==> src/rtl/tlb_pkg.sv <==
// ==========================================================
// Sizes and types shared by every TLB block. The page size is
// fixed, so all page numbers count pages of that one size
// Entries carry a valid bit so a cleared entry never hits
// ==========================================================
`default_nettype none

package tlb_pkg;

    // ==========================================================
    // Geometry
    // ==========================================================

    // Page number widths after the page offset is removed
    localparam int tlb_va_page_bits = 20;
    localparam int tlb_pa_page_bits = 16;

    // Sets are direct mapped by the low bits of the virtual page
    localparam int tlb_num_sets = 64;
    localparam int tlb_num_ways = 4;
    localparam int tlb_idx_bits = $clog2(tlb_num_sets);
    localparam int tlb_tag_bits = tlb_va_page_bits - tlb_idx_bits;

    // Latency of the lookup path, from request edge to result
    localparam int tlb_lookup_stages = 4;

    // Idle cycles the fill path spends after each insert
    localparam int tlb_fill_bubble_cycles = 3;

    // ==========================================================
    // Types
    // ==========================================================

    typedef logic [tlb_idx_bits-1:0]         tlb_set_idx_t;
    typedef logic [tlb_tag_bits-1:0]         tlb_tag_t;
    typedef logic [tlb_pa_page_bits-1:0]     tlb_pa_page_t;
    typedef logic [$clog2(tlb_num_ways)-1:0] tlb_way_idx_t;
    typedef logic [tlb_num_ways-1:0]         tlb_way_vec_t;

    // One stored translation
    typedef struct packed
    {
        logic         valid;
        tlb_tag_t     tag;
        tlb_pa_page_t pa;
    } tlb_entry_t;

    // Tag in the high bits, set index in the low bits
    typedef struct packed
    {
        tlb_tag_t     tag;
        tlb_set_idx_t idx;
    } tlb_va_fields_t;

    // The same virtual page seen whole or split for the set lookup
    typedef union packed
    {
        logic [tlb_va_page_bits-1:0] page;
        tlb_va_fields_t              f;
    } tlb_va_page_u;

    typedef enum logic [2:0]
    {
        fill_idle,
        fill_req_way,
        fill_recv_way,
        fill_insert,
        fill_bubble
    } tlb_fill_state_t;

endpackage

`default_nettype wire

==> src/rtl/tlb_victim_select.sv <==
// ==========================================================
// Round-robin victim choice, one pointer per set. The reply
// comes one cycle after req. Pointers survive an invalidate
// ==========================================================
`timescale 1ns/1ps
`default_nettype none

module tlb_victim_select
(
    input  wire                     clk,
    input  wire                     reset,
    input  wire                     req,
    input  wire tlb_pkg::tlb_set_idx_t   set_idx,
    output logic                    rsp,
    output tlb_pkg::tlb_way_vec_t   way_vec
);

    // Next way to evict in each set
    tlb_pkg::tlb_way_idx_t ptr [tlb_pkg::tlb_num_sets];

    always_ff @(posedge clk)
    begin
        if (reset)
        begin
            rsp <= 1'b0;
            for (int s = 0; s < tlb_pkg::tlb_num_sets; s++)
            begin
                ptr[s] <= '0;
            end
        end
        else
        begin
            rsp <= req;
            // Each request consumes the pointer; it wraps after the last way
            if (req)
            begin
                ptr[set_idx] <= ptr[set_idx] + 1'b1;
            end
        end
    end

    // One-hot form of the pointer as it stood at the request
    always_ff @(posedge clk)
    begin
        if (req)
        begin
            way_vec <= tlb_pkg::tlb_way_vec_t'(1) << ptr[set_idx];
        end
    end

endmodule

`default_nettype wire

==> config.mk <==
export PLATFORM = sky130hd
export DESIGN_NAME = tlb_victim_select
export DESIGN_NICKNAME = d
export VERILOG_FILES = /design/src/rtl/tlb_pkg.sv /design/src/rtl/tlb_victim_select.sv
export SDC_FILE = /design/constraint.sdc
export NUM_CORES = 1
export LEC_CHECK = 0
export BUFFER_PORTS_ARGS = -buffer_cell sky130_fd_sc_hd__buf_2
export CORE_MARGIN = 8
export CORE_UTILIZATION = 68
export CTS_CLUSTER_DIAMETER = 40
export DETAILED_ROUTE_END_ITERATION = 6
export GPL_ROUTABILITY_DRIVEN = 0
export PLACE_DENSITY = 0.95
export SLEW_MARGIN = 20
export SYNTH_ARGS = -nofsm -noshare
export SYNTH_HDL_FRONTEND = slang
export SYNTH_SLANG_ARGS = --single-unit
==> constraint.sdc <==
create_clock -name clk -period 7.7 [get_ports clk]
set_clock_uncertainty 0.05 [all_clocks]
set_input_delay 1.155 -clock clk [delete_from_list [all_inputs] [get_ports clk]]
set_output_delay 1.155 -clock clk [all_outputs]
set_load 0.03 [all_outputs]
# After elaboration in Yosys (flattened, before gate mapping)

Memories as Yosys holds them, arrays and structs flattened.
Cells that the tools add are included.

Multiplexer cells: 8
Add/subtract/negate cells: 1
Shift operators: 1
Reduce and logical (&&, ||, !) cells: 1

Operators by type and width:

| kind                                             | number |
|---|---|
| two-way mux 1 bit                                | 6 |
| two-way mux 6 bit                                | 1 |
| left shift 1 x 2 -> 4 bit (first input constant) | 1 |
| adder 2 x 1 -> 2 bit (second input constant)     | 1 |
| two-way mux 2 bit                                | 1 |
| OR reduction 2 bit                               | 1 |

Flip-flop bits (word level): 5
Output and inout port bits: 5
Bits in writable memories: 128
Input bits: 9
Memories kept: 1
Logic and storage cells: 14

Memory list:

| memory | depth | bits a word | read ports | clocked after memory_dff | write ports | RTL line                | text |
|---|---|---|---|---|---|---|---|
| ptr    | 64    | 2           | 1          | 0                        | 64          | tlb_victim_select.sv:19 | `tlb_pkg::tlb_way_idx_t ptr [tlb_pkg::tlb_num_sets];` |

# Logic depth before layout (Yosys ltp)

Word-level depth: 5
Depth in mapped cells: 12

# Least setup slack after synthesis

OpenSTA, ideal clock, no wires.

Path kind: in2reg
From: input set_idx[0]
To: memory ptr[42][1] in the netlist's numbering, data pin
Required time: 7.376 ns
Stages on the path: 10
Path slack: 4.319 ns
Arrival: 3.057 ns
Library setup time: 0.274 ns
Cells stage by stage: buf_6 > and2_1 > buf_6 > a32o_1 > o31a_1 > a2111oi_0 > and4_2 > xnor2_4 > buf_6 > nor3_2

RTL lines:

| element         | RTL line                | text |
|---|---|---|
| start, declared | tlb_victim_select.sv:13 | `input wire tlb_pkg::tlb_set_idx_t set_idx,` |
| end, declared   | tlb_victim_select.sv:19 |  |

==> flow_metrics.env <==
export IMPL_status="completed"
export IMPL_finalHoldViolCount=0
export IMPL_synth_edff_count=132
export IMPL_power_density_nw_per_um2=247
export IMPL_async_reset_ff_share_pct=0
export IMPL_ir_drop_uv=192
export IMPL_grtUsageTotal_pct=26.3
export IMPL_crit_path_top_delay_cell="nor2b_1"
export IMPL_post_route_period_util_pct=62.8
export IMPL_clkLatencyLatePin_ns=0.54
export IMPL_tightest_slew_ns=1.12
export IMPL_critical_path_cell_chain="buf_2 > nor2b_1 > a221oi_1 > o22ai_1 > a211oi_1 > and4_2 > xnor2_4 > buf_4 > nor2_1"
export IMPL_wl_per_cell_um=24.4
export IMPL_diodes=0
export IMPL_die_area_um2=13800
export IMPL_crit_family="simple AND/OR/NAND/NOR gates"
export IMPL_grt_pass1_vias=4973
export IMPL_drv_slew=0
export IMPL_num_rows=37
export IMPL_finalNetCount=590
export IMPL_max_cap_viol_count=0
export IMPL_syn_area_um2=6980
export IMPL_path_clk_slew_ns=0.06
export IMPL_vias=5215
export IMPL_synth_top_area_share_pct=56.8
export IMPL_drc=0
export IMPL_area_delta_synth_final_pct=7.60
export IMPL_leakage_nw=2.58
export IMPL_fmax_mhz=207
export IMPL_drt_wl_total_um=17800
export IMPL_synth_distinct_cells=60
export IMPL_dr_pass1_iters=6
export IMPL_post_cts_buffers=0
export IMPL_cts_buffers=17
export IMPL_io_pin_count=14
export IMPL_grt_remaining_overflow=0
export IMPL_hold_depth=1
export IMPL_postSynthNetCount=608
export IMPL_fp_dieH_um=117
export IMPL_cts_hold_buf=0
export IMPL_finalSetupTns_ns=0
export IMPL_finalInstanceArea_um2=7510
export IMPL_grt_pass1_wl_um=28100
export IMPL_seq_area_frac_synth_pct=57.1
export IMPL_cts_root_buf="clkbuf_8"
export IMPL_avgSynthCellArea_um2=11.7
export IMPL_ys_warn_count=0
export IMPL_synth_area_leaders="edfxtp_1 57%, nor2_1 4.2%, nor3_2 4.2%, mux2i_1 3.4%, nand2b_1 3.2%"
export IMPL_layout_commonest_cell="edfxtp_1"
export IMPL_syn_inst=599
export IMPL_cts_tree="built"
export IMPL_cts_resized_gates=0
export IMPL_setup_viol=0
export IMPL_power_total_mw=1.85
export IMPL_drive_above_1_share_pct=16.5
export IMPL_period_needed_ns=4.84
export IMPL_grt_max_degree=66
export IMPL_path_class="primary input to flip-flop"
export IMPL_antenna_found_initial=0
export IMPL_endpoint_kind="flip-flop"
export IMPL_cp_buffers_inverters=2
export IMPL_htreeDepth=4
export IMPL_drt_iter0_markers=960
export IMPL_arrival_ns=5.04
export IMPL_rsz0062_at_grt="false"
export IMPL_fillCellCount=567
export IMPL_cts_sinks=133
export IMPL_max_stage_delay_ns=0.84
export IMPL_crit_fanout=40
export IMPL_min_path_type="primary input to flip-flop"
export IMPL_drtAntennaViolNets=0
export IMPL_reg2reg_depth=8
export IMPL_relSlewSlack_pct=25.4
export IMPL_cp_depth=9
export IMPL_r2r_setup_slack_ns=4.32
export IMPL_dp_hpwl_um=10600
export IMPL_numPortBuffers=13
export IMPL_ys_seq_elements=133
export IMPL_final_cell_mix="132 x edfxtp_1, 79 x nor2_1, 42 x nand2_1"
export IMPL_final_util_pct=74.1
export IMPL_required_ns=7.90
export IMPL_coreArea_um2=10100
export IMPL_cp_start_kind="primary input"
export IMPL_clockBufferDepth=2
export IMPL_synth_ff_type="edfxtp_1"
export IMPL_yosys_area_top_type="edfxtp_1"
export IMPL_start_util_pct=68.9
export IMPL_die_w_um=117
export IMPL_viasPerCell=7.14
export IMPL_placed_cell_area_um2=6910
[sequential cells by signal, indices dropped and copies added, names as in the netlist]
signal   count
ptr        128
rsp          1
way_vec      4
[where the power goes]
part,switching (mW),internal (mW)
registers,0.00991,0.822
clock network,0.322,0.495
logic,0.152,0.0518
total,0.484,1.37
[final cells by class]
type	count	area [um^2]	area share, %
inverter	4	15.0	0.200
timing repair buffer	21	129	1.72
clock buffer	17	414	5.51
sequential	133	3980	53.0
multi-input combinational	404	2620	34.9
clock inverter	15	178	2.37
tap	136	170	2.27
[metal layers]
metal  up-vias  share of wire [%]  track usage (%)
met4         0                6.5             17.3
met5         -                  0                0
met2       512                 47             41.0
met1      2402                 34             31.2
li1       2190                  -                -
met3       111                 13             7.58
[synthesized netlist by cell type, types with 4 or more instances]
library cell,n
nand3_1,9
buf_2,16
a21o_1,11
a31oi_1,7
edfxtp_1,132
buf_6,12
a22oi_1,10
nand3b_1,8
o21bai_1,22
nor2_1,79
o22ai_1,11
nor2b_1,6
and2_1,5
clkbuf_1,23
a221oi_1,4
nand2_1,42
nand2b_1,36
nor3_1,39
mux2i_1,24
a21oi_1,5
nor3_2,29
mux2_2,7
[logic make-up (layout without fill, tap and decap cells)]
kind of cell	after synthesis	count (layout)	synth area share [%]
xor gates and xnor gates	1	1	0.394
buffers and inverters	62	57	5.39
muxes	34	34	5.38
DFF	133	133	57.1
and+or+nand+nor	271	271	21.4
AOI/OAI and AO/OA	98	98	10.4
[metrics by stage]
step / instances / hold WS, ns / setup WS, ns
4_1_cts: 729 / 0.821 / 3.07
5_1_grt: 730 / 0.835 / 2.80
2_1_floorplan: 599 / 0.811 / 4.32
6_report: 730 / 0.840 / 2.86
3_3_place_gp: 697 / 0.969 / 2.74
3_5_place_dp: 697 / 0.932 / 2.56
[path summary, 6_finish.rpt]
| check | start | endpoint |
|---|---|---|
| max | set_idx[1] | ptr[32][1] |
| max reg2reg | ptr[26][1] | ptr[32][1] |
| min | req | way_vec[2] |
| min reg2reg | ptr[37][0] | way_vec[3] |
Power figures use the tool's default switching activity.
