===== src/rtl/tlb_pkg.sv =====
// ==========================================================
// Sizes and types shared by every TLB block. The page size is
// fixed, so all page numbers count pages of that one size
// Entries carry a valid bit so a cleared entry never hits
// ==========================================================
`default_nettype none

package tlb_pkg;

    // ==========================================================
    // Geometry
    // ==========================================================

    // Page number widths after the page offset is removed
    localparam int tlb_va_page_bits = 20;
    localparam int tlb_pa_page_bits = 16;

    // Sets are direct mapped by the low bits of the virtual page
    localparam int tlb_num_sets = 64;
    localparam int tlb_num_ways = 4;
    localparam int tlb_idx_bits = $clog2(tlb_num_sets);
    localparam int tlb_tag_bits = tlb_va_page_bits - tlb_idx_bits;

    // Latency of the lookup path, from request edge to result
    localparam int tlb_lookup_stages = 4;

    // Idle cycles the fill path spends after each insert
    localparam int tlb_fill_bubble_cycles = 3;

    // ==========================================================
    // Types
    // ==========================================================

    typedef logic [tlb_idx_bits-1:0]         tlb_set_idx_t;
    typedef logic [tlb_tag_bits-1:0]         tlb_tag_t;
    typedef logic [tlb_pa_page_bits-1:0]     tlb_pa_page_t;
    typedef logic [$clog2(tlb_num_ways)-1:0] tlb_way_idx_t;
    typedef logic [tlb_num_ways-1:0]         tlb_way_vec_t;

    // One stored translation
    typedef struct packed
    {
        logic         valid;
        tlb_tag_t     tag;
        tlb_pa_page_t pa;
    } tlb_entry_t;

    // Tag in the high bits, set index in the low bits
    typedef struct packed
    {
        tlb_tag_t     tag;
        tlb_set_idx_t idx;
    } tlb_va_fields_t;

    // The same virtual page seen whole or split for the set lookup
    typedef union packed
    {
        logic [tlb_va_page_bits-1:0] page;
        tlb_va_fields_t              f;
    } tlb_va_page_u;

    typedef enum logic [2:0]
    {
        fill_idle,
        fill_req_way,
        fill_recv_way,
        fill_insert,
        fill_bubble
    } tlb_fill_state_t;

endpackage

`default_nettype wire


===== src/rtl/tlb_way_ram.sv =====
// ==========================================================
// Storage for one TLB way. Reset starts a sweep that clears
// one set per cycle; init_done rises after tlb_num_sets cycles
// Read data appears two cycles after the read index
// ==========================================================
`timescale 1ns/1ps
`default_nettype none

module tlb_way_ram
(
    input  wire                   clk,
    input  wire                   reset,
    input  wire tlb_pkg::tlb_set_idx_t raddr,
    input  wire tlb_pkg::tlb_set_idx_t waddr,
    input  wire                   wen,
    input  wire tlb_pkg::tlb_entry_t   wdata,
    output tlb_pkg::tlb_entry_t   rdata,
    output logic                  init_done
);

    tlb_pkg::tlb_entry_t   mem [tlb_pkg::tlb_num_sets];
    tlb_pkg::tlb_entry_t   rd_q;
    tlb_pkg::tlb_set_idx_t init_idx;

    // Sweep counter walks every set once, then parks
    always_ff @(posedge clk)
    begin
        if (reset)
        begin
            init_idx  <= '0;
            init_done <= 1'b0;
        end
        else if (!init_done)
        begin
            init_idx <= init_idx + 1'b1;
            // Last set is being cleared in this cycle
            if (init_idx == tlb_pkg::tlb_set_idx_t'(tlb_pkg::tlb_num_sets - 1))
            begin
                init_done <= 1'b1;
            end
        end
    end

    // Single write port shared by the sweep and the fill path
    always_ff @(posedge clk)
    begin
        if (!init_done)
        begin
            mem[init_idx] <= '0;
        end
        else if (wen)
        begin
            mem[waddr] <= wdata;
        end
    end

    // Two register stages on the read side, as a block RAM with
    // an output register would give
    always_ff @(posedge clk)
    begin
        rd_q  <= mem[raddr];
        rdata <= rd_q;
    end

    // The fill path must hold off until the sweep has finished,
    // otherwise its write would be lost or overwritten
    a_no_write_during_init: assert property (
        @(posedge clk) disable iff (reset)
        wen |-> init_done
    );

endmodule

`default_nettype wire


===== config.mk =====
export PLATFORM = sky130hd
export DESIGN_NAME = tlb_way_ram
export DESIGN_NICKNAME = d
export VERILOG_FILES = /design/src/rtl/tlb_pkg.sv /design/src/rtl/tlb_way_ram.sv
export SDC_FILE = /design/constraint.sdc
export NUM_CORES = 2
export LEC_CHECK = 0
export ABC_AREA = 1
export BUFFER_PORTS_ARGS = -buffer_cell sky130_fd_sc_hd__clkbuf_2
export CAP_MARGIN = 20
export CORE_ASPECT_RATIO = 0.8
export CORE_UTILIZATION = 45
export DETAILED_ROUTE_END_ITERATION = 8
export PLACE_DENSITY = 0.69
export REMOVE_ABC_BUFFERS = 1
export SYNTH_ARGS = -nofsm -noshare
export SYNTH_HDL_FRONTEND = slang
export SYNTH_SLANG_ARGS = --single-unit

===== constraint.sdc =====
create_clock -name clk -period 15.42 [get_ports clk]
set_input_delay 3.084 -clock clk [delete_from_list [all_inputs] [get_ports clk]]
set_output_delay 3.084 -clock clk [all_outputs]
set_load 0.01 [all_outputs]

* Word-level counts from Yosys, hierarchy flattened *
Memories as Yosys holds them, arrays and structs flattened. A register that Yosys moved wholly into a read port is not among the register bits.
Cells that the tools add are included.

cells by class
  reduce and logical (&&, ||, !) cells = 1
  add/sub/neg operators = 1
  eq/ne operators = 1
  mux-type cells = 9

operator list
  kind                 number
  $mux 31              1
  $reduce_or 31->1     1
  $mux 1               7
  $add 6x1->6 const B  1
  $eq 6x6->1 const B   1
  $mux 6               1

storage, ports and cells
  memories = 1
  bits in registers = 38
  bits of input ports = 46
  logic and storage cells = 18
  RAM bits = 1984
  output and inout port bits = 32

memories
  memory  depth  width  read ports  clocked after Yosys merged registers in  wr ports  line               source
  mem     64     31     1           1                                        1         tlb_way_ram.sv:21  tlb_pkg::tlb_entry_t mem [tlb_pkg::tlb_num_sets];

* Depth between registers and ports, before layout *
  depth in word-level cells = 5
  mapped depth = 12
  depth with buffers taken out = 9

* Least setup slack after synthesis *
Ideal clock, no wire load.

  path kind = input -> register
  start = in wen
  end = mem mem[40][0] (netlist name), enable pin
  arrival = 6.789 ns
  setup time = 0.497 ns
  path slack = 8.134 ns
  stages = 7
  buffers on the path = 1
  required time = 14.923 ns
  path through = nand2_2 buf_4 nand2_1 o21ai_2 nor2_1 nand3_2 nor4_1

on the way
  word-level cells in the longest chain between the ends = 5
  elaborated cells on any way between the ends = 6
  those cells by class = 5 x mux; 1 x reduce/logical

ends and longest elaborated chain
  element                                            line               source
  start: declaration                                 tlb_way_ram.sv:15  input wire wen,
  $mux 1 (*)                                         tlb_way_ram.sv:51  else if (wen)
  $mux 1 (*)                                         tlb_way_ram.sv:47  if (!init_done)
  $mux 1 (implied by the code) (*)                   tlb_way_ram.sv:53  mem[waddr] <= wdata;
  $reduce_or 31->1 (no source line)                  --
  $mux 6 (no source line) or $mux 1 (tied branches)  --
  end: declaration                                   tlb_way_ram.sv:21

Every way passes the cells marked *; elsewhere a longest branch is shown, timed or not.

==> summary.txt <==
Timing
  • Setup repair after global routing missed its margin: false
  • Slew of the pin with the lowest slew margin: between 1000 and 1500 ps
  • Final-report hold violation count: 0
  • Slew Limit Fails: 0
  • Fin crit share: 47.2%
  • Worst setup skew after layout: about 38 ps
  • Final setup fails: 0
  • Setup TNS after final layout: 0 ps
  • Highest attainable clock frequency: ~140 MHz
  • Min cycle time layout: approximately 7300 ps
  • Worst slew slack as a fraction of its limit: between 20 and 30%

Route
  • Residual DRC count: 0
  • Iteration-0 DRC count of the detailed router: between 8000 and 9000
  • Number of search-and-repair iterations in the first detailed-routing pass: 6
  • Routed vias: about 55000
  • Detail-routed via count per cell: approximately 5.8
  • Final routed wirelength across all metal layers: about 240 mm
  • Average wire length per cell after detail routing: roughly 25 um
  • Antenna Violating Nets Remaining: 0

Setup path
  • Signal arrival time at the worst endpoint: ~8000 ps
  • Worst-case reg-to-reg path depth: 8
  • R2r endpoint: mem[32][16]
  • Type of the setup path with the least slack: in -> reg
  • Sort of element at the start of the critical path: input port
  • Reg2Reg Launch Point: init_done
  • Required time at the endpoint of the critical path: 16190 ps
  • Largest stage delay on the critical path: just under 900 ps
  • Slowest-stage cell, CP: sky130_fd_sc_hd__buf_4
  • Cell chain of the critical path: buf_8 > buf_4 > buf_12 > buf_4 > buf_4 > nand2_1 > nand3_1 > nand3_1 > nand2_1 > nand2_1 > nand3_1 > nand3_1 > nand2_1
  • CP endpoint kind: flop
  • Biggest fanout along the worst timing path: between 150 and 200
  • Family with the most delay on the worst path: buffers and inverters
  • Flop-to-flop setup slack: 11220 ps
  • Buf+Inv Stages, Crit Path: 5

Hold path
  • Min-Delay Path Depth: 0
  • End of the worst hold path: rdata[8]
  • Hold wc startpoint: rd_q[8]
  • Hold WC Path Type: reg -> reg

Clock tree
  • Total of cells resized after clock tree synthesis: 0
  • Clock transition at path regs: roughly 60 ps
  • Cts bufs inserted: about 190
  • CTS root buf: sky130_fd_sc_hd__clkbuf_16
  • Post-CTS Setup Inserts: 0
  • Number of clock sinks: around 2100
  • CTS Buffer Depth: 3
  • TritonCTS clock tree: yes
  • Total number of H-tree levels: 4
  • Hold-fix buffers at CTS: 0
  • Worst-skew pair later-pin latency: between 800 and 900 ps

Floorplanning
  • Standard-cell rows: about 140
  • Die Outline Area: between 0.15 and 0.2 mm^2
  • Die Ht: ~380 um
  • Horizontal extent of the die: roughly 480 um
  • Initial Utilization: a little under half
  • Core Box Area: ~0.18 mm^2
  • Number of I/O pins: slightly below 80

Global routing
  • Vias in the first global route: between 50000 and 60000
  • Global-route wire length before repair: 344 mm
  • Number of antenna violations at the first check in global routing: 14
  • Total congestion overflow after global routing: 0
  • Largest net degree at the start of global routing: 209
  • GRT Overall Usage: 25.4%

Logic synthesis
  • Number of storage elements in the synthesis netlist: 2053
  • Count of unique library cells instantiated by Yosys: 25
  • Post-synthesis area per instance: approximately 12 um^2
  • Sequential-to-total area share from yosys stat: roughly three quarters
  • Synth area leaders: sky130_fd_sc_hd__edfxtp_1 73%, sky130_fd_sc_hd__nand2_1 12%, sky130_fd_sc_hd__nand3_1 10%
  • Post-synth top area share: approximately 73%
  • Post-synth top area cell: sky130_fd_sc_hd__edfxtp_1
  • Post-synth design cell area: 0.0817 mm^2
  • Synthesis warning total: 0
  • Syn Inst Count: approximately 6900

Final layout
  • Register cell area after layout: around 0.06 mm^2
  • Area of combinational cells with multiple inputs: 0.0192 mm^2
  • Final nets: around 6900
  • Fillers: about 15000
  • Proportion of layout cells with a drive suffix above 1: under 10%
  • Relative area change from synthesis to final layout: 11.5%
  • Non-filler instance count after layout: between 9000 and 10000
  • Share of the core filled with cells in the final layout: roughly half

Run
  • Max-cap violations: 0

Power
  • Leakage: approximately 34 nW
  • Areal power density over the cells: between 100 and 150 mW/mm^2
  • Max VDD drop: about 0.1 mV

Place
  • DP HPWL: around 120 mm
  • Final RePlAce weighted congestion: around 0.87
  • Number of cells in the design after placement: just over 9000
  • Number of port buffers: slightly below 80

Status
  • Outcome: complete, no violations
==> flip-flops by register name, indices dropped and copies added, names as in the netlist <==
register   flops
init_done      1
init_idx       6
mem         1984
rd_q          31
rdata         31
==> cells in the mapped netlist <==
cell type,instances
sky130_fd_sc_hd__nand3_1,1681
sky130_fd_sc_hd__buf_1,38
sky130_fd_sc_hd__ha_1,1
sky130_fd_sc_hd__nand4_1,6
sky130_fd_sc_hd__buf_2,282
sky130_fd_sc_hd__o21ai_1,1
sky130_fd_sc_hd__buf_6,2
sky130_fd_sc_hd__nand3_2,1
sky130_fd_sc_hd__dfxtp_1,69
sky130_fd_sc_hd__nand2_1,2527
sky130_fd_sc_hd__o21ai_2,2
sky130_fd_sc_hd__edfxtp_1,1984
sky130_fd_sc_hd__clkbuf_1,91
sky130_fd_sc_hd__nor3_1,5
sky130_fd_sc_hd__inv_1,45
sky130_fd_sc_hd__a21oi_1,5
sky130_fd_sc_hd__inv_2,5
sky130_fd_sc_hd__o21ai_0,5
sky130_fd_sc_hd__clkinv_1,1
sky130_fd_sc_hd__nand2_2,1
sky130_fd_sc_hd__o21ai_4,1
sky130_fd_sc_hd__buf_4,24
sky130_fd_sc_hd__or2_2,1
sky130_fd_sc_hd__nor2_1,96
sky130_fd_sc_hd__nor4_1,6
==> through the flow <==
| step | setup WS (ps) | area, um^2 | power, mW | hold WS (ps) |
|---|---|---|---|---|
| after floorplan | 4140 | 79600 | 6.51 | 310 |
| after global placement | 7770 | 85000 | 6.79 | 323 |
| after detailed placement | 7690 | 85000 | 6.80 | 315 |
| after global routing | 8080 | 91100 | 11.6 | 346 |
| after CTS | 8490 | 91100 | 11.4 | 329 |
| final | 8150 | 91100 | 11.4 | 328 |
==> cell families after synthesis <==
family | Yosys count | share of synthesized area [%]
AO/OA/AOI/OAI | 14 | 0.109
buffers and inverters | 488 | 2.80
flip-flops | 2053 | 74.6
adder cells (fa/ha/maj) | 1 | 0.0153
AND/OR/NAND/NOR | 4324 | 22.5
==> area by class of cell <==
| class | count | area share (%) |
|---|---|---|
| Clock inverter | 111 | 1.19 |
| Timing Repair Buffer | 227 | 1.78 |
| Sequential cell | 2053 | 66.9 |
| Inverter | 51 | 0.238 |
| Tap cell | 2397 | 3.29 |
| Multi-Input combinational cell | 4339 | 21.1 |
| Clock buffer | 238 | 5.53 |
| Antenna cell | 8 | 0.0220 |
==> worst max-delay path by stage <==
stage                  start       end  slack, ps  depth (start not counted)
finish              raddr[0]  rd_q[16]       8150                         13
global route        raddr[0]  rd_q[16]       8080                         13
CTS                 raddr[0]  rd_q[16]       8490                         13
detailed placement  raddr[0]  rd_q[16]       7690                         13
global placement    raddr[0]  rd_q[16]       7770                         13
floorplan           raddr[0]  rd_q[11]       4140                          9
==> metal layers <==
metal / GRT usage (%) / routed length [um] / up-vias
met5: 0 / 13 / -
met4: 10.1 / 9160 / 2
met3: 5.62 / 28900 / 483
met2: 38.3 / 106000 / 3397
met1: 35.9 / 93400 / 26700
li1: - / - / 24100
==> where the power goes <==
group          total, mW  internal, mW  switching [mW]
combinational      0.587         0.139           0.448
clock               4.67          2.58            2.09
sequential          6.11          6.07          0.0328
==> placed cells by master (no fill, tap or decap), drive strengths merged <==
cell,count
clkinv,85
bufinv,15
edfxtp,1984
ha,1
dfxtp,69
o21ai,9
nand3,1682
clkinvlp,3
buf,155
nand2,2528
nor4,6
or2,1
inv,59
clkbuf,310
a21oi,5
nor3,5
diode,8
nor2,96
nand4,6
No activity file was read; power rests on OpenSTA's default activity.
