`src/rtl/tlb_pkg.sv`:
```
// ==========================================================
// Sizes and types shared by every TLB block. The page size is
// fixed, so all page numbers count pages of that one size
// Entries carry a valid bit so a cleared entry never hits
// ==========================================================
`default_nettype none

package tlb_pkg;

    // ==========================================================
    // Geometry
    // ==========================================================

    // Page number widths after the page offset is removed
    localparam int tlb_va_page_bits = 20;
    localparam int tlb_pa_page_bits = 16;

    // Sets are direct mapped by the low bits of the virtual page
    localparam int tlb_num_sets = 64;
    localparam int tlb_num_ways = 4;
    localparam int tlb_idx_bits = $clog2(tlb_num_sets);
    localparam int tlb_tag_bits = tlb_va_page_bits - tlb_idx_bits;

    // Latency of the lookup path, from request edge to result
    localparam int tlb_lookup_stages = 4;

    // Idle cycles the fill path spends after each insert
    localparam int tlb_fill_bubble_cycles = 3;

    // ==========================================================
    // Types
    // ==========================================================

    typedef logic [tlb_idx_bits-1:0]         tlb_set_idx_t;
    typedef logic [tlb_tag_bits-1:0]         tlb_tag_t;
    typedef logic [tlb_pa_page_bits-1:0]     tlb_pa_page_t;
    typedef logic [$clog2(tlb_num_ways)-1:0] tlb_way_idx_t;
    typedef logic [tlb_num_ways-1:0]         tlb_way_vec_t;

    // One stored translation
    typedef struct packed
    {
        logic         valid;
        tlb_tag_t     tag;
        tlb_pa_page_t pa;
    } tlb_entry_t;

    // Tag in the high bits, set index in the low bits
    typedef struct packed
    {
        tlb_tag_t     tag;
        tlb_set_idx_t idx;
    } tlb_va_fields_t;

    // The same virtual page seen whole or split for the set lookup
    typedef union packed
    {
        logic [tlb_va_page_bits-1:0] page;
        tlb_va_fields_t              f;
    } tlb_va_page_u;

    typedef enum logic [2:0]
    {
        fill_idle,
        fill_req_way,
        fill_recv_way,
        fill_insert,
        fill_bubble
    } tlb_fill_state_t;

endpackage

`default_nettype wire

```
`src/rtl/tlb_hit_select.sv`:
```
// ==========================================================
// Result logic after the lookup pipeline. Purely combinational
// A page filled twice would hit in two ways; the lowest
// hitting way wins
// ==========================================================
`timescale 1ns/1ps
`default_nettype none

module tlb_hit_select
(
    input  wire tlb_pkg::tlb_way_vec_t   hit_vec,
    input  wire tlb_pkg::tlb_entry_t     stg4_entries [tlb_pkg::tlb_num_ways],
    input  wire tlb_pkg::tlb_va_page_u   stg4_va,
    input  wire                     stg4_did_lookup,
    output logic                    lookup_valid,
    output logic                    lookup_miss,
    output tlb_pkg::tlb_va_page_u   lookup_miss_va,
    output tlb_pkg::tlb_pa_page_t   lookup_pa
);

    // Hit bits are already qualified by the lookup flag
    assign lookup_valid = |hit_vec;

    // A lookup that found nothing goes back out as a miss
    assign lookup_miss = stg4_did_lookup && !lookup_valid;

    // Missed page is returned so the caller can walk for it
    assign lookup_miss_va = stg4_va;

    // Pick the physical page of the hitting way
    always_comb
    begin
        lookup_pa = '0;
        // Walking downward leaves the lowest hit in place
        for (int w = tlb_pkg::tlb_num_ways - 1; w >= 0; w--)
        begin
            if (hit_vec[w])
            begin
                lookup_pa = stg4_entries[w].pa;
            end
        end
    end

    // Fills never insert a page that is already present, so the
    // compare over all ways finds at most one match
    always_comb
    begin
        a_single_hit: assert #0 ($onehot0(hit_vec));
    end

endmodule

`default_nettype wire

```
`config.mk`:
```
export PLATFORM = sky130hd
export DESIGN_NAME = tlb_hit_select
export DESIGN_NICKNAME = d
export VERILOG_FILES = /design/src/rtl/tlb_pkg.sv /design/src/rtl/tlb_hit_select.sv
export SDC_FILE = /design/constraint.sdc
export NUM_CORES = 1
export LEC_CHECK = 0
export BUFFER_PORTS_ARGS = -buffer_cell sky130_fd_sc_hd__buf_2
export CAP_MARGIN = 20
export CORE_AREA = 4 4 70 72
export DETAILED_ROUTE_END_ITERATION = 12
export DIE_AREA = 0 0 74 76
export SLEW_MARGIN = 15
export SYNTH_ARGS = -nofsm -noshare
export SYNTH_HDL_FRONTEND = slang
export SYNTH_SLANG_ARGS = --single-unit
```
`constraint.sdc`:
```
create_clock -name vclk -period 0.8
set_input_delay 0.04 -clock vclk [all_inputs]
set_output_delay 0.04 -clock vclk [all_outputs]
set_load 0.05 [all_outputs]
```
Word level (Yosys, flattened, before mapping)
Index checks and enable logic that the tools add are counted.

cells by class
  reductions and logical operators = 3
  muxes and demuxes = 4

operators with widths
  kind                count
  16-bit 2-to-1 mux   4
  4-bit OR reduction  1
  1-bit logical AND   1
  1-bit zero test     1

storage, ports and cells
  input port bits = 149
  flip-flop bits (word level) = 0

Depth between registers and ports, before layout
Gate-level depths: netlist of run 1.

  word-level depth = 4
  mapped depth = 4
  depth with buffers taken out = 3

Worst setup path before layout of run 1
OpenSTA, ideal clock, no wires.

  kind = input to output
  start point = input hit_vec[2]
  end point = output lookup_pa[3]
  data arrival time = 1.270 ns
  stages on the path = 4
  slack = -0.510 ns
  required time = 0.760 ns
  path through = and2b_4 -> buf_6 -> a22oi_1 -> a21oi_1

on the way
  longest elaborated chain between the ends = 3

ends and longest elaborated chain
  item                            line                  RTL
  from (decl)                     tlb_hit_select.sv:11  input wire tlb_pkg::tlb_way_vec_t hit_vec,
  16-bit 2-to-1 mux (3 in a row)  tlb_hit_select.sv:37  if (hit_vec[w])
  to (decl)                       tlb_hit_select.sv:18  output tlb_pkg::tlb_pa_page_t lookup_pa

No other way between the ends.

Worst setup path in the final report of run 1
  start point = input hit_vec[0]
  end point = output lookup_pa[7]

on the way
  longest elaborated chain between the ends = 1

ends and longest elaborated chain
  item               line
  16-bit 2-to-1 mux  tlb_hit_select.sv:37

No other way between the ends.

==> results.toml, run 1 <==
[yosys]
yosysWarnings = 0
synth_area_leaders = "buf_4 32%, a22oi_1 19%, o22ai_1 17%, a21oi_1 12%, nand3b_1 2.7%"
syn_nets = 233
yosysSeqAreaShare_pct = 0
syn_inst = 84
yosys.area.top_type = "buf_4"
avgSynthCellArea_um2 = 6.69
synth_area_um2 = 562
synth_top_area_share_pct = 32.1
ys_types = 17

[hold_path]
hold_end = "lookup_miss_va[13]"
hold_path.startpoint = "stg4_va[13]"
hp-class = "in -> out"
hold_depth = 0

[placement]
pre_cts_slack_ps = -339
io_buffers = 87
place_congestion = 0.729
dp_cells = 207
placed_cell_area_mm2 = 0.00117
dp_hpwl_um = 2670

[grt]
busiest_layer = "met2"
grt.met1_usage_pct = 13.2
first_global_vias = 1073
grt.total_usage_pct = 12.2
grt_max_degree = 15
grt_pass1_wl_um = 5390
gr-total-overflow = 0
grt_util_met2_pct = 23.4
use_met3_pct = 3.30
antenna_found_initial = 1

[timing]
slew_headroom_pct = 83.8
fin_crit_sh_pct = 119
setup_viol = 17
layout_min_cycle_time_ps = 952
fmax_mhz = 1050
setup_tns_ps = -1990
slew_violations = 0
fin_ws_ps = -152
hold_viol = 0
worst_pin_slew_ps = 242
rsz0062_at_grt = "true"

[setup_path]
critical-path-top-delay-family = "buffers and inverters"
cp-startpoint = "hit_vec[0]"
crit_buf_inv = 4
critical_path.max_fanout = 5
cp_cell_sequence = "buf_8, clkinvlp_4, clkbuf_16, o22ai_4, a21oi_4, buf_6"
critPathSlowestCell = "clkbuf_16"
worstSetupEndpointType = "primary output"
required_ps = 760
cpPeakStageDelay_ps = 230
startpoint_type = "input pin"
critPathArrivalTime_ps = 910
critPathKind = "in -> out"

[run_status]
violations = "setup timing"
status = "finished, violations left"

[drt]
first_iter_violations = 13
finalWirelength_um = 3750
drc_errors = 0
ant_nets = 0
vias = 977
firstDrtPassIters = 3
wl_per_cell_um = 17.7
routed_via_density = 4.63

[cells_and_area]
seq_area_um2 = 0
seq_cell_count = 0
stdcell_count = 211
fillers = 426
drive_gt1_share_pct = 96.2
clkbuf_count = 0
final_cell_area_mm2 = 0.00163
antenna_cells = 0
syn_to_final_growth_pct = 189
multi_input_area_um2 = 788
final_nets = 310

[floorplan]
fp.coreArea_mm2 = 0.00429
initial_core_util_pct = 13.1
io_pins = 187
rows = 24
fp.dieH_um = 76
dieArea_mm2 = 0.00562
die_w_um = 74

[power_and_ir_drop]
power_density_mw_per_mm2 = 812
ir_drop_uv = 200
power.total_w = 0.00132
p_leak_nw = 0.659

[job]
maxCapViolCount = 0
-- power by group --
part / leakage [nW] / internal [W] / switching [W]
Sequential: 0 / 0 / 0
Clock: 0 / 0 / 0
Combinational: 0.659 / 0.000600 / 0.000719
-- layer usage --
| metal | part of all wire, % | routed length (µm) | up-vias |
|---|---|---|---|
| met1 | 34 | 1270 | 443 |
| met3 | 10 | 382 | 8 |
| met2 | 55 | 2050 | 56 |
| met4 | 0.77 | 29 | 2 |
| li1 | - | - | 468 |
| met5 | 0.35 | 13 | - |
-- kinds of logic (layout without fill, tap and decap cells) --
logic type	count (synthesis)	in the layout	share of synthesized area [%]
AO/OA/AOI/OAI	46	46	51.0
buffers and inverters	27	101	35.6
AND/OR/NAND/NOR	11	12	13.4
-- repair_timing --
action,in CTS,in global routing
hold buffers,0,0
resized for setup,87,4
endpoints found under the setup margin,18,18
pin swaps,22,3
buffers inserted,1,0
cloned,2,1
-- synth_stat cells --
cell type	instances
a21oi_1	14
a22oi_1	14
a31oi_1	2
and2b_4	1
and3_1	1
buf_2	1
buf_4	24
buf_6	1
inv_1	1
nand2_1	3
nand2b_4	1
nand3b_1	2
nor2_1	1
nor2_2	1
o21ai_0	1
o22ai_1	15
or3b_1	1
-- stage by stage --
stage          util (%)  hold WS (ps)
2_1_floorplan         -           247
3_3_place_gp       27.3          80.3
3_5_place_dp       27.3          80.3
4_1_cts            37.0          80.3
5_1_grt            37.8          80.1
6_report           37.8          80.0
-- how the worst max path moves through the flow --
stage,end,slack (ps),depth (start not counted)
floorplan,lookup_pa[0],-90,3
global placement,lookup_pa[1],-330,5
detailed placement,lookup_pa[1],-340,5
CTS,lookup_pa[4],-170,6
global route,lookup_pa[7],-210,6
finish,lookup_pa[7],-150,6
-- layout by cell type (no fill, tap or decap), drive strengths merged --
cell,synthesis,final
nor2,2,2
o21ai,1,1
nand3b,2,2
a31oi,2,2
a21oi,14,14
clkbuf,0,2
o22ai,15,15
or3b,1,1
buf,26,98
clkinvlp,0,1
a22oi,14,14
and3,1,1
and2b,1,2
nand2,3,3
nand2b,1,1
-- layout make-up --
| type | instances | area share [%] |
|---|---|---|
| repair buffers | 100 | 47.0 |
| well taps | 52 | 4.00 |
| multi-input cells | 58 | 48.5 |
| inverters | 1 | 0.462 |
Power figures use the tool's default switching activity.
==> run 2: changes to the inputs <==
- CORE_AREA: 4 4 70 72 -> 4 4 71 73
- DIE_AREA: 0 0 74 76 -> 0 0 75 77
- clock period: 0.8 -> 1.1 ns (I/O delays scaled with it)
==> results.toml, run 2 (synthesis gave the netlist of run 1 again) <==
[timing]
holdWs_ps = 110
fmax_mhz = 957
slew_violations = 0
rsz0062_at_grt = "false"
fin_crit_sh_pct = 95.0
hold_viol = 0
fin_ws_ps = 54.5
worst_pin_slew_ps = 249
layout_min_cycle_time_ps = 1050
slew_headroom_pct = 83.5
setup_viol = 0

[clock_tree]
cts_hold_buf = 0
cts_setup_buffers = 0

[cells_and_area]
antenna_cells = 0
clkbuf_count = 0
seq_area_um2 = 0
drive_gt1_share_pct = 74.2
syn_to_final_growth_pct = 85.1
fillers = 492
final_nets = 302
final_cell_mix = "71 x buf_2, 15 x o22ai_1, 14 x a22oi_1, 14 x a21oi_2, 13 x buf_4"
mostFrequentLayoutCell = "buf_2"
seq_cell_count = 0

[power_and_ir_drop]
switching_share_pct = 60.1
power_switching_w = 0.000389
p_comb_share_pct = 100.0
seqPwrFrac_pct = 0
p_clk_share_pct = 0
intPower_w = 0.000258
power.total_w = 0.000646
ir_drop_uv = 125
p_leak_nw = 0.509
power_density_mw_per_mm2 = 622

[hold_path]
hp-class = "in -> out"

[drt]
firstDrtPassIters = 4
wl_per_cell_um = 15.9
first_iter_violations = 29
finalWirelength_um = 3230
routed_via_density = 4.46
drc_errors = 0
ant_nets = 0
vias = 905

[setup_path]
worstSetupEndpointType = "primary output"
startpoint_type = "input pin"
critPathSlowestCell = "and2b_4"
required_ps = 1040
critical_path.max_fanout = 14
critPathKind = "in -> out"
cp_cell_sequence = "buf_2, and2b_4, a22oi_1, a21oi_2, clkbuf_4"
cpPeakStageDelay_ps = 350
critPathArrivalTime_ps = 990

[floorplan]
die_w_um = 75
initial_core_util_pct = 12.9
dieArea_mm2 = 0.00578
rows = 24
fp.dieH_um = 77
fp.coreArea_mm2 = 0.00435
io_pins = 187

[run_status]
status = "finished, final reports clean"

[placement]
io_buffers = 87
pre_cts_slack_ps = -18.9
dp_hpwl_um = 2830
place_congestion = 0.731

[job]
maxCapViolCount = 0

[grt]
grt_max_degree = 20
antenna_found_initial = 0
first_global_vias = 810
grt.total_usage_pct = 9.09
gr-total-overflow = 0
grt_pass1_wl_um = 4170
-- run 2: cell types whose count changed in the layout (fill, tap and decap cells not counted), sizes merged --
cell	change
inv	+1
buf	-10
clkinvlp	-1
and2b	-1
clkbuf	+3
-- run 2: worst max-delay path: cells and delay by family --
kind / cells / cell delay, ps
and+or+nand+nor: 1 / 350
buffers and inverters: 2 / 330
AOI/OAI and AO/OA: 2 / 250
-- run 2: metal layers --
metal / global-route usage [%] / share of wire (%)
met1: 9.25 / 32
met2: 16.5 / 51
met3: 5.10 / 16
met4: 0.712 / 0.77
met5: 0 / 0
-- run 2: metrics by stage --
| stage | cells | TNS [ps] | util (%) | instance area (µm²) |
|---|---|---|---|---|
| 2_1_floorplan | 84 | 0 | - | 627 |
| 3_3_place_gp | 203 | -108 | 22.7 | 988 |
| 3_5_place_dp | 203 | -83.8 | 22.7 | 988 |
| 4_1_cts | 203 | 0 | 23.2 | 1010 |
| 5_1_grt | 203 | 0 | 23.9 | 1040 |
| 6_report | 203 | 0 | 23.9 | 1040 |
-- run 2: final timing paths --
| kind | depth (start not counted) | slack [ps] | to | from |
|---|---|---|---|---|
| setup / recovery | 5 | 50 | lookup_pa[4] | hit_vec[2] |
| hold / removal | 0 | 110 | lookup_miss_va[14] | stg4_va[14] |
-- run 2: what timing repair did --
item / in CTS / in global routing
hold endpoints to repair: 0 / 0
setup endpoints to repair: 9 / 10
gates resized for setup: 9 / 12
-- run 2: power groups by stage --
stage | logic, W | registers, W | clock network (W)
after floorplan | 0.000588 | 0 | 0
after global placement | 0.000608 | 0 | 0
after detailed placement | 0.000610 | 0 | 0
after CTS | 0.000632 | 0 | 0
after global routing | 0.000685 | 0 | 0
final | 0.000646 | 0 | 0
-- run 2: final cells by class --
type                            instances  area, µm²  share of cell area (%)
Tap cell                               52       65.1                    6.26
Inverter                                1       3.75                   0.361
Timing Repair Buffer                   93        544                    52.3
Multi-Input combinational cell         57        427                    41.0
