[config.mk]
export PLATFORM = sky130hd
export DESIGN_NAME = tlb_fill_ctrl
export DESIGN_NICKNAME = d
export VERILOG_FILES = /design/src/rtl/tlb_pkg.sv /design/src/rtl/tlb_fill_ctrl.sv
export SDC_FILE = /design/constraint.sdc
export NUM_CORES = 1
export LEC_CHECK = 0
export BUFFER_PORTS_ARGS = -buffer_cell sky130_fd_sc_hd__buf_2
export CAP_MARGIN = 20
export CORE_ASPECT_RATIO = 1.2
export CORE_MARGIN = 3
export CORE_UTILIZATION = 40
export CTS_CLUSTER_DIAMETER = 80
export DETAILED_ROUTE_END_ITERATION = 6
export GPL_TIMING_DRIVEN = 0
export PLACE_DENSITY = 0.74
export SYNTH_ARGS = -nofsm -noshare
export SYNTH_HDL_FRONTEND = slang
export SYNTH_SLANG_ARGS = --single-unit
[constraint.sdc]
create_clock -name clk -period 4.4 [get_ports clk]
set_clock_uncertainty 0.15 [all_clocks]
set_input_delay 1.1 -clock clk [delete_from_list [all_inputs] [get_ports clk]]
set_output_delay 1.1 -clock clk [all_outputs]
set_load 0.01 [all_outputs]
[src/rtl/tlb_pkg.sv]
// ==========================================================
// Sizes and types shared by every TLB block. The page size is
// fixed, so all page numbers count pages of that one size
// Entries carry a valid bit so a cleared entry never hits
// ==========================================================
`default_nettype none

package tlb_pkg;

    // ==========================================================
    // Geometry
    // ==========================================================

    // Page number widths after the page offset is removed
    localparam int tlb_va_page_bits = 20;
    localparam int tlb_pa_page_bits = 16;

    // Sets are direct mapped by the low bits of the virtual page
    localparam int tlb_num_sets = 64;
    localparam int tlb_num_ways = 4;
    localparam int tlb_idx_bits = $clog2(tlb_num_sets);
    localparam int tlb_tag_bits = tlb_va_page_bits - tlb_idx_bits;

    // Latency of the lookup path, from request edge to result
    localparam int tlb_lookup_stages = 4;

    // Idle cycles the fill path spends after each insert
    localparam int tlb_fill_bubble_cycles = 3;

    // ==========================================================
    // Types
    // ==========================================================

    typedef logic [tlb_idx_bits-1:0]         tlb_set_idx_t;
    typedef logic [tlb_tag_bits-1:0]         tlb_tag_t;
    typedef logic [tlb_pa_page_bits-1:0]     tlb_pa_page_t;
    typedef logic [$clog2(tlb_num_ways)-1:0] tlb_way_idx_t;
    typedef logic [tlb_num_ways-1:0]         tlb_way_vec_t;

    // One stored translation
    typedef struct packed
    {
        logic         valid;
        tlb_tag_t     tag;
        tlb_pa_page_t pa;
    } tlb_entry_t;

    // Tag in the high bits, set index in the low bits
    typedef struct packed
    {
        tlb_tag_t     tag;
        tlb_set_idx_t idx;
    } tlb_va_fields_t;

    // The same virtual page seen whole or split for the set lookup
    typedef union packed
    {
        logic [tlb_va_page_bits-1:0] page;
        tlb_va_fields_t              f;
    } tlb_va_page_u;

    typedef enum logic [2:0]
    {
        fill_idle,
        fill_req_way,
        fill_recv_way,
        fill_insert,
        fill_bubble
    } tlb_fill_state_t;

endpackage

`default_nettype wire

[src/rtl/tlb_fill_ctrl.sv]
// ==========================================================
// Fill FSM. Accepts a translation when idle and initialized,
// asks for a victim way, writes the entry, then idles for
// tlb_fill_bubble_cycles. Busy for six cycles per fill
// ==========================================================
`timescale 1ns/1ps
`default_nettype none

module tlb_fill_ctrl
(
    input  wire                     clk,
    input  wire                     reset,
    input  wire                     initialized,
    input  wire                     fill_en,
    input  wire tlb_pkg::tlb_va_page_u   fill_va,
    input  wire tlb_pkg::tlb_pa_page_t   fill_pa,
    input  wire                     victim_rsp,
    input  wire tlb_pkg::tlb_way_vec_t   victim_vec,
    output logic                    fill_rdy,
    output logic                    victim_req,
    output tlb_pkg::tlb_set_idx_t   victim_idx,
    output tlb_pkg::tlb_set_idx_t   waddr,
    output tlb_pkg::tlb_entry_t     wdata,
    output tlb_pkg::tlb_way_vec_t   wen
);

    localparam int bubble_last = tlb_pkg::tlb_fill_bubble_cycles - 1;

    tlb_pkg::tlb_fill_state_t state;
    logic [$clog2(tlb_pkg::tlb_fill_bubble_cycles)-1:0] bubble_cnt;

    // Translation being inserted and the way chosen for it
    tlb_pkg::tlb_va_page_u fill_va_q;
    tlb_pkg::tlb_pa_page_t fill_pa_q;
    tlb_pkg::tlb_way_vec_t victim_q;

    // New work only while idle and the storage is swept
    assign fill_rdy = (state == tlb_pkg::fill_idle) && initialized;

    always_ff @(posedge clk)
    begin
        if (reset)
        begin
            state      <= tlb_pkg::fill_idle;
            bubble_cnt <= '0;
        end
        else
        begin
            case (state)
                tlb_pkg::fill_idle:
                begin
                    if (fill_en && fill_rdy)
                    begin
                        state <= tlb_pkg::fill_req_way;
                    end
                end
                // The victim request goes out during this state
                tlb_pkg::fill_req_way: state <= tlb_pkg::fill_recv_way;
                tlb_pkg::fill_recv_way:
                begin
                    if (victim_rsp)
                    begin
                        state <= tlb_pkg::fill_insert;
                    end
                end
                tlb_pkg::fill_insert:
                begin
                    state      <= tlb_pkg::fill_bubble;
                    bubble_cnt <= '0;
                end
                tlb_pkg::fill_bubble:
                begin
                    // Gives the new entry time to settle before the
                    // next fill can be accepted
                    bubble_cnt <= bubble_cnt + 1'b1;
                    if (bubble_cnt == bubble_last)
                    begin
                        state <= tlb_pkg::fill_idle;
                    end
                end
                default: state <= tlb_pkg::fill_idle;
            endcase
        end
    end

    // Payload capture, no reset needed
    always_ff @(posedge clk)
    begin
        if (state == tlb_pkg::fill_idle && fill_en)
        begin
            fill_va_q <= fill_va;
            fill_pa_q <= fill_pa;
        end
        if (victim_rsp)
        begin
            victim_q <= victim_vec;
        end
    end

    assign victim_req = (state == tlb_pkg::fill_req_way);
    assign victim_idx = fill_va_q.f.idx;

    // Write the chosen way of the target set, marked valid
    assign waddr       = fill_va_q.f.idx;
    assign wdata.valid = 1'b1;
    assign wdata.tag   = fill_va_q.f.tag;
    assign wdata.pa    = fill_pa_q;
    assign wen = {tlb_pkg::tlb_num_ways{state == tlb_pkg::fill_insert}} & victim_q;

    // The victim selector must answer with exactly one way, and
    // a write may only happen in the insert cycle
    a_wen_onehot: assert property (
        @(posedge clk) disable iff (reset)
        (wen != '0) |-> (state == tlb_pkg::fill_insert) && $onehot(wen)
    );

endmodule

`default_nettype wire

# Word level (Yosys, flattened, before mapping)
# Index checks and enable logic that the tools add are counted.
# Widths: inputs -> output; s select.
# totals
n_memories,0
ff_bits,45
wordCells,26
ram_bits,0
rom_bits,0
latch_bits,0
# op_classes
bitwise,1
mul,0
div_mod_pow,0
eq_ne,8
n_lt_le_gt_ge,0
addsub,1
shifts,0
n_reduce_logical,6
n_mux,5
# ops
cell,n
$pmux 3 s5,1
$mux 3,3
$eq 3x2->1 const B,2
$and 4x4->4,1
$ne 2x2->1 const B,2
$pmux 2 s2,1
$eq 3x1->1 const B,1
$eq 3x3->1 const B,1
$logic_and 1x1->1,3
$logic_not 3->1,1
$reduce_and 3->1,1
$add 2x1->2 const B,1
$eq 2x2->1 const B,1
$ne 2x1->1 const B,1
$reduce_bool 2->1,1

# Logic depth before layout (Yosys ltp)
# depth
word_depth,5
mapped_depth,4

# Worst setup path before layout
# OpenSTA, ideal clock, no wires.
# synth_timing
path_kind,input port to flip-flop
start,in fill_en
end,reg fill_pa_q[0] (enable)
setup_slack_ns,1.871
stages,1
t_arrival_ns,1.982
setup_ns,0.397
n_path_buf,0
cell_sequence,and2_1
# synth_between
elab_chain_cells,1
# synth_lines
item,line,source
start: declaration,tlb_fill_ctrl.sv:14,"input wire fill_en,"
$logic_and 1x1->1,tlb_fill_ctrl.sv:89,if (state == tlb_pkg::fill_idle && fill_en)
end signal: assignment,tlb_fill_ctrl.sv:92,fill_pa_q <= fill_pa;
end: declaration,tlb_fill_ctrl.sv:34,tlb_pkg::tlb_pa_page_t fill_pa_q;
# Every way passes these cells.
# A chain may end at the register's enable or synchronous reset.

# Worst setup path after layout
# layout_timing
start,in initialized
end,out fill_rdy
# layout_between
elab_chain_cells,1
# layout_lines
item,line,source
start: declaration,tlb_fill_ctrl.sv:13,"input wire initialized,"
$logic_and 1x1->1,tlb_fill_ctrl.sv:38,assign fill_rdy = (state == tlb_pkg::fill_idle) && initialized;
end: declaration,tlb_fill_ctrl.sv:19,"output logic fill_rdy,"
# Every way passes these cells.

==> flow_results.org <==
** Outcome
- The flow ran to the end, and the final reports show no timing, DRC or antenna violations.

** STA
- The final critical path takes up 62.0% of the cycle.
- The worst pin sits at a relative slew slack of 32.2%.
- Fin. Hold Viols :: 0
- For the pin with the worst max-slew slack, the measured transition is 1.02 ns.
- Maximum frequency from static timing analysis :: 0.367 GHz
- Clock period minus worst slack :: 2.73 ns
- Setup total negative slack on the finished layout was measured at 0 ns.
- RSZ-0062 raised after global routing :: no
- The total count of max-transition violations in the final report is 0.
- Setup violations remaining at the end of the flow were counted as 0.

** CTS
- The tree built by TritonCTS fans out to 45 sinks.
- Clock latency on the worst-skew pair :: 0.29 ns
- CTS placed an instance of sky130_fd_sc_hd__clkbuf_8 at the clock tree root.
- Post-CTS Setup Bufs :: 0
- The H-tree was split into 2 levels.
- Once the clock tree was built, the resizer swapped 0 gates to a different size.
- The number of hold buffers added after CTS was 0.
- Maximum number of buffers from clock root to sink :: 2
- TritonCTS built the clock tree.
- Clock transition at the registers of the reported paths :: 0.08 ns
- Buffers inserted during clock tree synthesis total 5.

** Worst setup path
- Worst path cell trace :: buf_2, and2_1, buf_2
- Data required time at the worst endpoint :: 3.15 ns
- Along the worst path, the maximum fanout reaches 2.
- Data on the critical path arrives at its endpoint at 1.48 ns.
- Critical Path Source Type :: input port
- Among all stages on the critical path, the largest delay is contributed by sky130_fd_sc_hd__and2_1.
- The critical path is of the input port to output port type.
- The largest single stage delay on the critical path is 0.13 ns.
- Among the stages of the critical path, the cell type that occurs most often is sky130_fd_sc_hd__buf_2.
- Worst Setup End Kind :: output port

** Layout
- From synthesis to final layout, the design area changed by 38.1%.
- The final layout contains 228 nets.
- Of the cells placed in the final design, the portion with a size suffix greater than 1 is 64.5%.
- Count of fill cells added during filler insertion :: 312
- Once layout is complete, the utilization of the core stands at 59.8%.
- Total area of sequential cells :: 0.00130 mm²
- Multi-input logic area :: 255 µm²
- Antenna diode count :: 0
- For this run, the number of standard cells in the final layout without fillers is 235.

** Global routing
- Largest net degree at the start of global routing :: 23
- The number of antenna violations at the first check in global routing came to 0.
- For this run the aggregate overflow at the end of global routing stands at 0.
- Combined global-route utilization of all metal layers :: 13.2%
- Via count of the first global-routing pass :: 1054
- Global-route wire length before repair :: 4.91 mm

** Logic synthesis
- Summed over its instances, the top area cell type makes up 73.3% of the synthesized netlist area.
- When the netlist entered floorplanning its net count stood at 128.
- After Yosys synthesis, XOR and XNOR cells account for 0.534% of the synthesized area.
- After synthesis, the mean cell area works out to 20.0 µm².
- Sequential element share of the synthesized area :: 79.4%
- Synthesis produced a netlist whose cell count is 82.
- Of the total synthesized cell area, the portion taken by full adders, half adders and majority gates is 0.763%.
- Dominant cells by area after synthesis :: sky130_fd_sc_hd__edfxtp_1, sky130_fd_sc_hd__dfxtp_1, sky130_fd_sc_hd__buf_4, sky130_fd_sc_hd__and2_1, sky130_fd_sc_hd__a2111oi_2
- After synthesis, the share of cell area in mux cells is 0%.
- Total of warnings raised by yosys :: 0
- Main combinational cell family by area after synthesis :: simple AND/OR/NAND/NOR gates
- After Yosys synthesis, and, or, nand and nor cells account for 7.48% of the synthesized area.
- Post-Synthesis Cell Area :: 0.00164 mm²
- The synthesized netlist contains 22 unique library cells.
- The synthesized design contains 45 register bits.
- Share of the synthesized area in compound gates (AO/OA/AOI/OAI) :: 6.56%
- Library cell with the largest summed area after synthesis :: sky130_fd_sc_hd__edfxtp_1

** Floorplan
- Measured along the y axis, the die boundary spans 76.1 µm.
- The core region is 0.00378 mm².
- During I/O placement, the number of pins put on the boundary was 94.
- Starting utilization of the core area :: 43.3%
- The die is 64.4 µm wide.
- Number of core rows :: 24
- Die Outline Area :: 0.00490 mm²

** Worst hold path
- The worst hold path belongs to the class register to register.

** Place
- Routability-driven placement finished with a final weighted congestion of 0.676.
- DP Wirelength :: 2.60 mm
- Port buffering added 92 buffers.
- The number of placed instances, taps included, is 227.

** Route
- The pre-antenna-repair detailed-routing pass consisted of 4 iterations.
- After detailed routing, the number of remaining DRC violations is 0.
- The first routing iteration left 31 violations.
- Total number of vias :: 1060
- Routed len/inst :: 13.6 µm
- After detailed routing, the number of vias per cell comes to 4.51.
- The count of nets left with antenna violations once routing finished came out at 0.
- Routed wire length :: 3.19 mm

** Power
- Leakage power figure :: 0.000975 µW
- VDD sags by at most 0.226 mV.
- Pwr Density :: 381 mW/mm²

** Job
- The tool flagged a number of max-cap violations equal to 0.
[kinds of logic after synthesis]
| family | Yosys count |
|---|---|
| flip-flops | 45 |
| AND/OR/NAND/NOR | 15 |
| buffers and inverters | 11 |
| AO/OA/AOI/OAI | 8 |
| XOR/XNOR | 1 |
| adder cells (fa/ha/maj) | 1 |
| other | 1 |
[worst max-delay path, delay by kind of cell]
kind | cells | cell delay [ns]
and+or+nand+nor | 1 | 0.13
buffers and inverters | 2 | 0.25
[cells in the final DEF, fill, tap and decap left out, types with 2 or more instances in the layout]
master,instances
sky130_fd_sc_hd__dfxtp_1,5
sky130_fd_sc_hd__a2111oi_2,2
sky130_fd_sc_hd__clkbuf_1,2
sky130_fd_sc_hd__and4bb_2,2
sky130_fd_sc_hd__buf_4,7
sky130_fd_sc_hd__buf_2,92
sky130_fd_sc_hd__edfxtp_1,40
sky130_fd_sc_hd__o21ba_2,2
sky130_fd_sc_hd__buf_6,2
sky130_fd_sc_hd__and2_1,6
sky130_fd_sc_hd__nor3_1,2
sky130_fd_sc_hd__clkbuf_8,5
sky130_fd_sc_hd__inv_1,2
[final cells by class]
type	count	share of cell area (%)
plain buffers	9	3.32
multi-input cells	26	11.3
clock buffers	7	3.37
flip-flops and latches	45	57.5
inverters	2	0.332
repair buffers	93	21.0
well taps	52	2.87
clock inverters	1	0.332
[final timing paths]
path,slack [ns],to,cells past startpoint,start
setup / recovery,1.67,fill_rdy,3,initialized
hold / removal,0.45,state[0],2,state[0]
setup reg to reg,2.18,fill_pa_q[2],4,state[1]
hold reg to reg,0.45,state[0],2,state[0]
[synthesized netlist by cell type, drive strengths merged]
| cell | n |
|---|---|
| xnor2 | 1 |
| and2 | 6 |
| and4bb | 2 |
| conb | 1 |
| edfxtp | 40 |
| a21bo | 2 |
| buf | 9 |
| nor4b | 1 |
| inv | 2 |
| nor3 | 2 |
| o21ba | 3 |
| nand3b | 1 |
| nand2 | 1 |
| and3b | 1 |
| ha | 1 |
| a2111oi | 3 |
| nor3b | 1 |
| dfxtp | 5 |
[where the power goes]
group	internal [µW]	leakage, µW	switching, µW
logic	54.5	0.000511	59.6
registers	505	0.000426	9.15
clock network	112	0.0000385	122
total	672	0.000975	190
[state kept, by name (all words and copies together), names as in the netlist]
name,cells
victim_q,4
fill_pa_q,16
bubble_cnt,2
state,3
fill_va_q,20
[per-stage QoR]
| step | worst slack [ns] | instance area [µm²] | total power (µW) | hold WS (ns) |
|---|---|---|---|---|
| 6_report | 1.67 | 2260 | 862 | 0.453 |
| 5_1_grt | 1.66 | 2260 | 908 | 0.499 |
| 4_1_cts | 1.67 | 2260 | 874 | 0.448 |
| 3_5_place_dp | 1.65 | 2180 | 641 | 0.436 |
| 3_3_place_gp | 1.49 | 2160 | 633 | 0.426 |
| 2_1_floorplan | 1.87 | 1640 | 579 | 0.376 |
[layer usage]
layer	GRT usage [%]	up-vias	part of all wire, %
met1	12.4	486	32
met2	24.2	66	54
met5	0	-	0
met3	5.90	7	12
li1	-	501	-
met4	5.50	0	1.5
Power figures use the tool's default switching activity.
